===== config.mk =====
export PLATFORM = sky130hd
export DESIGN_NAME = nnClassifierTop
export DESIGN_NICKNAME = d
export VERILOG_FILES = /design/src/rtl/nnTypesPkg.sv /design/src/rtl/nnWeightsPkg.sv /design/src/rtl/nnInputCollector.sv /design/src/rtl/nnNeuron.sv /design/src/rtl/nnLayer.sv /design/src/rtl/nnArgmax.sv /design/src/rtl/nnClassifierTop.sv
export SDC_FILE = /design/constraint.sdc
export NUM_CORES = 2
export LEC_CHECK = 0
export BUFFER_PORTS_ARGS = -buffer_cell sky130_fd_sc_hd__buf_4
export CAP_MARGIN = 10
export CORE_MARGIN = 1.5
export CORE_UTILIZATION = 55
export DETAILED_ROUTE_END_ITERATION = 8
export GPL_TIMING_DRIVEN = 0
export PLACE_DENSITY = 0.73
export SYNTH_ARGS = -nofsm -noshare
export SYNTH_HDL_FRONTEND = slang
export SYNTH_SLANG_ARGS = --single-unit

===== constraint.sdc =====
create_clock -name clk -period 13.1 [get_ports clk]
set_clock_uncertainty 0.15 [all_clocks]
set_input_delay 0.655 -clock clk [delete_from_list [all_inputs] [get_ports clk]]
set_output_delay 0.655 -clock clk [all_outputs]
set_load 0.1 [all_outputs]

===== src/rtl/nnTypesPkg.sv =====
package nnTypesPkg;

	// widths of the fixed-point data path.
	localparam int ActW = 8;
	localparam int WeightW = 8;
	localparam int BiasW = 16;
	localparam int AccW = 23;

	// outputs keep the integer part of a value scaled by 64.
	localparam int FracBits = 6;
	localparam int ActMax = 127;

	typedef logic signed [ActW-1:0] actT;
	typedef logic signed [WeightW-1:0] weightT;

	// bias carries the same scale as the products.
	typedef logic signed [BiasW-1:0] biasT;

	// wide enough for NumInputs full-scale products plus the bias.
	typedef logic signed [AccW-1:0] accT;

	typedef enum logic [1:0]
	{
		Fill,
		WaitAckLow,
		Hold
	} collectStateT;

	typedef enum logic [1:0]
	{
		Idle,
		Compute,
		Offer,
		Release
	} argStateT;

endpackage


===== src/rtl/nnWeightsPkg.sv =====
package nnWeightsPkg;

	import nnTypesPkg::*;

	localparam int DefNumInputs = 15;
	localparam int DefNumNeurons = 4;

	// rows and elements are listed from the highest index down, so row 0 comes last.
	localparam weightT [DefNumNeurons-1:0][DefNumInputs-1:0] DefWeights =
	'{
		'{
			14, -16, 5, -28, 26,
			-18, 11, -4, 31, 9,
			-24, 15, -7, -13, 22
		},
		'{
			29, 8, -20, 17, -2,
			24, -30, 6, -15, 28,
			13, -26, 4, 19, -9
		},
		'{
			-11, 21, -6, 10, -27,
			3, 18, -22, 7, -5,
			30, -14, 25, -8, 12
		},
		// row 0 carries the weights of the single-neuron classifier.
		'{
			-3, 31, 4, -31, 9,
			-29, -25, 31, 16, 27,
			0, 31, -23, 0, -17
		}
	};

	// neurons 0 and 1 both round to 8 on a zero frame.
	localparam biasT [DefNumNeurons-1:0] DefBiases =
	'{
		448,
		-256,
		500,
		512
	};

endpackage


===== src/rtl/nnInputCollector.sv =====
`timescale 1ns/1ps

module nnInputCollector #(
	parameter int NumInputs = 15
) (
	input logic clk,
	input logic reset,
	input nnTypesPkg::actT inData,
	input logic inReq,
	output logic inAck,
	input logic argReady,
	output nnTypesPkg::actT [NumInputs-1:0] frameData,
	output logic frameValid
);

	import nnTypesPkg::*;

	// count reaches NumInputs once the frame is full.
	localparam int CountW = $clog2(NumInputs + 1);

	collectStateT state;
	logic [CountW-1:0] count;

	always_ff @(posedge clk)
	begin
		if (reset)
		begin
			state <= Fill;
			count <= '0;
			inAck <= 1'b0;
		end
		else
		begin
			case (state)
				Fill:
				begin
					if (inReq)
					begin
						inAck <= 1'b1;
						count <= count + 1'b1;
						state <= WaitAckLow;
					end
				end
				WaitAckLow:
				begin
					// the frame is only complete once the last ack is released.
					if (!inReq)
					begin
						inAck <= 1'b0;
						state <= (count == CountW'(NumInputs)) ? Hold : Fill;
					end
				end
				Hold:
				begin
					if (argReady)
					begin
						count <= '0;
						state <= Fill;
					end
				end
				default:
				begin
					state <= Fill;
				end
			endcase
		end
	end

	// first activation received lands in index 0.
	always_ff @(posedge clk)
	begin
		if (state == Fill && inReq)
		begin
			frameData[count] <= inData;
		end
	end

	// no new request is taken while in Hold, so the source stalls.
	assign frameValid = (state == Hold) && argReady;

endmodule


===== src/rtl/nnNeuron.sv =====
`timescale 1ns/1ps

module nnNeuron #(
	parameter int NumInputs = 15,
	parameter nnTypesPkg::weightT [NumInputs-1:0] Weights = '0,
	parameter nnTypesPkg::biasT Bias = '0
) (
	input logic clk,
	input logic reset,
	input nnTypesPkg::actT [NumInputs-1:0] inAct,
	input logic inValid,
	output nnTypesPkg::actT outAct,
	output logic outValid
);

	import nnTypesPkg::*;

	actT actReg [NumInputs];
	logic stageValid;
	accT sum;
	accT rounded;

	// stage 1.
	always_ff @(posedge clk)
	begin
		if (inValid)
		begin
			for (int i = 0; i < NumInputs; i++)
			begin
				actReg[i] <= inAct[i];
			end
		end
	end

	always_ff @(posedge clk)
	begin
		if (reset)
		begin
			stageValid <= 1'b0;
			outValid <= 1'b0;
		end
		else
		begin
			stageValid <= inValid;
			outValid <= stageValid;
		end
	end

	always_comb
	begin
		sum = accT'(Bias);
		for (int i = 0; i < NumInputs; i++)
		begin
			sum = sum + accT'(actReg[i]) * accT'(signed'(Weights[i]));
		end
		// round half up with the bit just below the kept part.
		rounded = (sum >>> FracBits) + accT'(sum[FracBits-1]);
	end

	// stage 2.
	always_ff @(posedge clk)
	begin
		if (stageValid)
		begin
			if (rounded < 0)
			begin
				outAct <= '0;
			end
			else if (rounded > accT'(ActMax))
			begin
				// saturating after the round keeps 127 from wrapping.
				outAct <= actT'(ActMax);
			end
			else
			begin
				outAct <= actT'(rounded);
			end
		end
	end

endmodule


===== src/rtl/nnLayer.sv =====
`timescale 1ns/1ps

module nnLayer #(
	parameter int NumInputs = 15,
	parameter int NumNeurons = 4,
	parameter nnTypesPkg::weightT [NumNeurons-1:0][NumInputs-1:0] Weights = '0,
	parameter nnTypesPkg::biasT [NumNeurons-1:0] Biases = '0
) (
	input logic clk,
	input logic reset,
	input nnTypesPkg::actT [NumInputs-1:0] frameData,
	input logic frameValid,
	output nnTypesPkg::actT [NumNeurons-1:0] layerOut,
	output logic layerValid
);

	genvar n;

	generate
		for (n = 0; n < NumNeurons; n++)
		begin : gNeuron
			// every neuron has the same latency, so one valid bit is enough.
			if (n == 0)
			begin : gFirst
				nnNeuron #(
					.NumInputs(NumInputs),
					.Weights(Weights[n]),
					.Bias(Biases[n])
				) uNeuron (
					.clk(clk),
					.reset(reset),
					.inAct(frameData),
					.inValid(frameValid),
					.outAct(layerOut[n]),
					.outValid(layerValid)
				);
			end
			else
			begin : gOther
				nnNeuron #(
					.NumInputs(NumInputs),
					.Weights(Weights[n]),
					.Bias(Biases[n])
				) uNeuron (
					.clk(clk),
					.reset(reset),
					.inAct(frameData),
					.inValid(frameValid),
					.outAct(layerOut[n]),
					.outValid()
				);
			end
		end
	endgenerate

endmodule


===== src/rtl/nnArgmax.sv =====
`timescale 1ns/1ps

module nnArgmax #(
	parameter int NumNeurons = 4
) (
	input logic clk,
	input logic reset,
	input logic frameValid,
	input nnTypesPkg::actT [NumNeurons-1:0] layerOut,
	input logic layerValid,
	output logic argReady,
	output logic [$clog2(NumNeurons)-1:0] resClass,
	output nnTypesPkg::actT resScore,
	output logic resReq,
	input logic resAck
);

	import nnTypesPkg::*;

	localparam int ClassW = $clog2(NumNeurons);

	argStateT state;
	logic [ClassW-1:0] bestIdx;
	actT bestVal;

	// a strict compare lets the lower index win a tie.
	always_comb
	begin
		bestIdx = '0;
		bestVal = layerOut[0];
		for (int i = 1; i < NumNeurons; i++)
		begin
			if (layerOut[i] > bestVal)
			begin
				bestIdx = ClassW'(i);
				bestVal = layerOut[i];
			end
		end
	end

	always_ff @(posedge clk)
	begin
		if (reset)
		begin
			state <= Idle;
		end
		else
		begin
			case (state)
				Idle:
				begin
					// the frame is claimed while it is still in the neurons.
					if (frameValid)
					begin
						state <= Compute;
					end
				end
				Compute:
				begin
					if (layerValid)
					begin
						state <= Offer;
					end
				end
				Offer:
				begin
					if (resAck)
					begin
						state <= Release;
					end
				end
				Release:
				begin
					if (!resAck)
					begin
						state <= Idle;
					end
				end
				default:
				begin
					state <= Idle;
				end
			endcase
		end
	end

	// held until the next frame reaches the layer output.
	always_ff @(posedge clk)
	begin
		if (state == Compute && layerValid)
		begin
			resClass <= bestIdx;
			resScore <= bestVal;
		end
	end

	assign argReady = (state == Idle);
	assign resReq = (state == Offer);

endmodule


===== src/rtl/nnClassifierTop.sv =====
`timescale 1ns/1ps

module nnClassifierTop #(
	parameter int NumInputs = nnWeightsPkg::DefNumInputs,
	parameter int NumNeurons = nnWeightsPkg::DefNumNeurons,
	parameter nnTypesPkg::weightT [NumNeurons-1:0][NumInputs-1:0] Weights =
		nnWeightsPkg::DefWeights,
	parameter nnTypesPkg::biasT [NumNeurons-1:0] Biases = nnWeightsPkg::DefBiases
) (
	input logic clk,
	input logic reset,
	input nnTypesPkg::actT inData,
	input logic inReq,
	output logic inAck,
	output logic [$clog2(NumNeurons)-1:0] resClass,
	output nnTypesPkg::actT resScore,
	output logic resReq,
	input logic resAck
);

	import nnTypesPkg::*;

	actT [NumInputs-1:0] frameData;
	logic frameValid;
	logic argReady;
	actT [NumNeurons-1:0] layerOut;
	logic layerValid;

	nnInputCollector #(
		.NumInputs(NumInputs)
	) uCollector (
		.clk(clk),
		.reset(reset),
		.inData(inData),
		.inReq(inReq),
		.inAck(inAck),
		.argReady(argReady),
		.frameData(frameData),
		.frameValid(frameValid)
	);

	nnLayer #(
		.NumInputs(NumInputs),
		.NumNeurons(NumNeurons),
		.Weights(Weights),
		.Biases(Biases)
	) uLayer (
		.clk(clk),
		.reset(reset),
		.frameData(frameData),
		.frameValid(frameValid),
		.layerOut(layerOut),
		.layerValid(layerValid)
	);

	nnArgmax #(
		.NumNeurons(NumNeurons)
	) uArgmax (
		.clk(clk),
		.reset(reset),
		.frameValid(frameValid),
		.layerOut(layerOut),
		.layerValid(layerValid),
		.argReady(argReady),
		.resClass(resClass),
		.resScore(resScore),
		.resReq(resReq),
		.resAck(resAck)
	);

endmodule


==> results.txt <==
- The layout has 10,415 filler cells.
- Of the post-synthesis cell area, the part taken by muxes is 0.00478.
- Number of flops mapped to enable cells by yosys: 282
- Area share of and/or/nand/nor cells after synthesis: 0.0337
- The library cells used most frequently in the layout, excluding fill and tap cells, are 2,030 x sky130_fd_sc_hd__inv_1, 1,432 x sky130_fd_sc_hd__fa_1, 1,161 x sky130_fd_sc_hd__ha_1, 282 x sky130_fd_sc_hd__edfxtp_1, 279 x sky130_fd_sc_hd__xnor2_1.
- The count of nets left with antenna violations once routing finished came out at 0.
- Placed Instances: 8,185
- Of the total synthesized cell area, the portion taken by XOR and XNOR cells is 0.0484.
- Area added between synthesis and finish: 8.84%
- After the first detailed-routing iteration, the DRC count stood at 4,819.
* Peak ir drop on the vdd network: 0.0733 mV
* Result of the run: complete, but fails checks
- The first global-routing pass estimated 358,000 µm of wire.
- The tightest min-delay check is of the in -> reg type.
- The die covers 0.129 mm².
- Summed over all layers, the global routing overflow is 0.
* Worst Path Max Fanout: 10
* Most frequent standard cell in the layout excluding fill and tap cells: sky130_fd_sc_hd__inv_1
* Delay of the slowest cell on the worst path: 0.89 ns
- OpenSTA, run right after detailed placement, puts the worst setup slack at -1.42 ns.
- At the end of the flow, the number of nets in the layout was 9,359.
* Number of placed I/O pins: 24
- The average instance in the mapped netlist occupies 10.8 µm².
- Share of cells above drive strength 1: 0.0624
- Among all flip-flop cells after synthesis, the most frequent one is sky130_fd_sc_hd__edfxtp_1.
- Maximum clock frequency: 76.3 MHz
- In this run the clock root is driven by a sky130_fd_sc_hd__clkbuf_16.
* Cell area after synthesis: 0.0699 mm²
* Worst path slowest cell: sky130_fd_sc_hd__xnor2_1
- Fraction of the mapped netlist area in compound gates: 0.0566
- Static leakage power: 38.4 nW
- Launch point of the worst hold path: reset
* Clock period minus final worst setup slack: 13.11 ns
- The clock passes through at most 3 buffers.
* Initial antenna violation count: 10
- Core Region: 0.126 mm²
* Initial core utilization: 0.555
* Worst path arrival time: 13.40 ns
- Non-Filler Instances: 8,420
- In the global route stage, overall resource usage came out at 0.401.
- Across the run, the number of max-cap violations was 0.
* Nature of the critical path startpoint: flop
- Via count of the first global-routing pass: 49,747
* Max Slew Vio Count: 0
- Largest net degree at the start of global routing: 33
* Post-synth ARST share: 0
* Flip-flop and latch area: 0.00869 mm²
- Of the available clock period, the critical path in the final layout requires 1.00.
- In the post-route analysis, the smallest setup slack over all paths is -0.00535 ns.
- In the routed layout, each cell is associated on average with a via count of 5.64.
* Post-route core utilization: 0.604
* R2R Path Start: uLayer.gNeuron[0].gFirst.uNeuron.actReg[0][63]
- In this run the vertical extent of the chip is 359 µm.
* Port Buffer Count: 23
- Endpoint required time on the critical path: 13.40 ns
- TritonCTS created 35 clock buffers.
* Level count of the clock H-tree: 2
- Violated checks: setup timing
* Combinational family with the most area after synthesis: adder cells
* Synthesized netlist cell count: 6,475
* Power density cells: 27.7 mW/mm²
- Summing internal, switching and leakage power gives 0.00211 W.
- Footprint of the multi-input gates: 0.0541 mm²
- Yosys printed 0 warnings.
- After floorplanning, the core was divided into 130 placement rows.
- Worst relative slew slack: 0.0109
* Gp weighted congestion: 1.06
- Across all layers, the routed design uses 47,528 vias.
- Setup Total Neg Slack: -0.00535 ns
- At the later pin of the worst-skew pair, clock insertion delay measures 0.65 ns.
* Clock tree from TritonCTS: done
* Number of synthesized register bits: 293
- WS Path Type: reg -> reg
- Most common cell type on the critical path: sky130_fd_sc_hd__fa_1
- Critical Path Start: uLayer.gNeuron[0].gFirst.uNeuron.actReg[0][63]
* Tightest Pin Transition: 1.48 ns
- DR DRC count: 0
- Of the synthesized area, sequential elements account for 0.124.
- DIE WIDTH: 359 µm
- Counting every sink on the clock net gives 293.
- Of the total synthesized cell area, the portion taken by full adders, half adders and majority gates is 0.621.
- CP Capture Type: flop
* Endpoints failing setup: 1
- Dpl hpwl: 210,000 µm
* Count of unique library cells instantiated by Yosys: 70
- After detailed routing, the average wire length per cell comes to 30.0 µm.
* Routed wire length: 252,000 µm
- Iteration count of the initial detailed-routing pass: 5
- Endpoints failing hold: 0
- Post-CTS clock slew at the launch and capture registers of the worst setup and hold paths: 0.06 ns
## worst paths after layout
check / endpoint / slack, ns / cells after the start
setup / recovery: uLayer.gNeuron[0].gFirst.uNeuron.outAct[6] / -0.005 / 35
hold / removal: uLayer.gNeuron[0].gFirst.uNeuron.outValid / 0.08 / 2
setup reg to reg: uLayer.gNeuron[0].gFirst.uNeuron.outAct[6] / -0.005 / 35
hold reg to reg: uLayer.gNeuron[0].gFirst.uNeuron.actReg[0][16] / 0.23 / 0
## logic make-up (layout without fill, tap and decap cells)
group,Yosys count,count (layout)
DFF,293,293
muxes,32,32
buffers and inverters,2061,2346
AOI/OAI and AO/OA,610,610
and+or+nand+nor,482,482
other,2,12
adders and majority gates,2609,2609
xor gates and xnor gates,386,386
## layer usage
metal	global-route usage	routed length, µm	up-vias
li1	-	-	20361
met3	0.110	27700	520
met1	0.535	99000	24307
met4	0.206	17100	8
met2	0.601	109000	2332
met5	0	53	-
## cells in the mapped netlist, types with 5 or more instances
cell / instances / area (µm²)
sky130_fd_sc_hd__nor3_1: 37 / 185
sky130_fd_sc_hd__a21oi_1: 182 / 911
sky130_fd_sc_hd__ha_1: 1175 / 14700
sky130_fd_sc_hd__o21a_1: 49 / 368
sky130_fd_sc_hd__nand3_1: 46 / 230
sky130_fd_sc_hd__nand3b_1: 6 / 45.0
sky130_fd_sc_hd__o21bai_1: 53 / 398
sky130_fd_sc_hd__or3_1: 6 / 37.5
sky130_fd_sc_hd__nand2_1: 104 / 390
sky130_fd_sc_hd__xor2_1: 91 / 797
sky130_fd_sc_hd__o31ai_1: 9 / 67.6
sky130_fd_sc_hd__a41oi_1: 8 / 70.1
sky130_fd_sc_hd__clkbuf_1: 19 / 71.3
sky130_fd_sc_hd__nor2b_1: 38 / 238
sky130_fd_sc_hd__nand4_1: 14 / 87.6
sky130_fd_sc_hd__a21o_1: 93 / 698
sky130_fd_sc_hd__mux2_2: 11 / 124
sky130_fd_sc_hd__o221ai_1: 8 / 70.1
sky130_fd_sc_hd__a211oi_1: 13 / 97.6
sky130_fd_sc_hd__and2_1: 14 / 87.6
sky130_fd_sc_hd__or2_2: 13 / 81.3
sky130_fd_sc_hd__inv_1: 2037 / 7650
sky130_fd_sc_hd__mux2i_1: 21 / 210
sky130_fd_sc_hd__a31oi_1: 36 / 225
sky130_fd_sc_hd__edfxtp_1: 282 / 8470
sky130_fd_sc_hd__and3_1: 13 / 81.3
sky130_fd_sc_hd__nor3b_1: 5 / 37.5
sky130_fd_sc_hd__o22ai_1: 5 / 31.3
sky130_fd_sc_hd__fa_1: 1434 / 28700
sky130_fd_sc_hd__o211ai_1: 13 / 97.6
sky130_fd_sc_hd__nand2b_1: 27 / 169
sky130_fd_sc_hd__o21ai_0: 87 / 435
sky130_fd_sc_hd__nor2_1: 142 / 533
sky130_fd_sc_hd__xnor2_1: 295 / 2580
sky130_fd_sc_hd__dfxtp_1: 11 / 220
## registers in the layout (all words and copies together), names as in the netlist
register / cells
uLayer.gNeuron.gFirst.uNeuron.actReg: 64
uLayer.gNeuron.gOther.uNeuron.actReg: 56
uLayer.gNeuron.gOther.uNeuron.outAct: 24
uCollector.state: 2
uCollector.frameData: 120
uArgmax.resScore: 8
uCollector.count: 4
uArgmax.state: 2
uLayer.gNeuron.gOther.uNeuron.stageValid: 1
uLayer.gNeuron.gFirst.uNeuron.outAct: 8
uCollector.inAck: 1
uLayer.gNeuron.gFirst.uNeuron.outValid: 1
uArgmax.resClass: 2
## what timing repair did
item | CTS | global route
hold buffers | 0 | 0
setup endpoints to repair | 28 | 28
buffers inserted | 113 | 54
endpoints found under the hold margin | 0 | 0
pin swaps | 3 | 18
resized for setup | 43 | 84
## area by class of cell
cell class / instances / share of cell area
inverter: 2041 / 0.101
antenna: 6 / 0.000197
clock inverter: 22 / 0.00247
clock buffer: 41 / 0.0118
timing repair buffer: 225 / 0.0300
sequential: 293 / 0.114
multi-input combinational: 4125 / 0.712
tap: 1650 / 0.0272
buffer: 17 / 0.000938
## power by group
group / leakage (nW) / switching [W] / internal (W) / total, W
combinational: 35.2 / 0.0000684 / 0.0000369 / 0.000105
clock: 0.522 / 0.000454 / 0.000518 / 0.000972
sequential: 2.63 / 0.00000300 / 0.00102 / 0.00103
## worst max-delay path: cells and delay by family, from the launching register on
family,cells,cell delay [ns]
adder cells (fa/ha/maj),12,5.80
AO/OA/AOI/OAI,9,3.13
buffers and inverters,7,1.33
XOR/XNOR,2,1.31
AND/OR/NAND/NOR,5,0.68
flip-flops,1,0.47
## stage by stage
| step | cell area [µm²] | hold WS, ns |
|---|---|---|
| 2_1_floorplan | 69900 | 0.250 |
| 6_report | 76000 | 0.0797 |
| 4_1_cts | 75100 | 0.0632 |
| 3_5_place_dp | 72800 | 0.255 |
| 3_3_place_gp | 72100 | 0.250 |
| 5_1_grt | 76000 | 0.0765 |
Power figures use the tool's default switching activity.
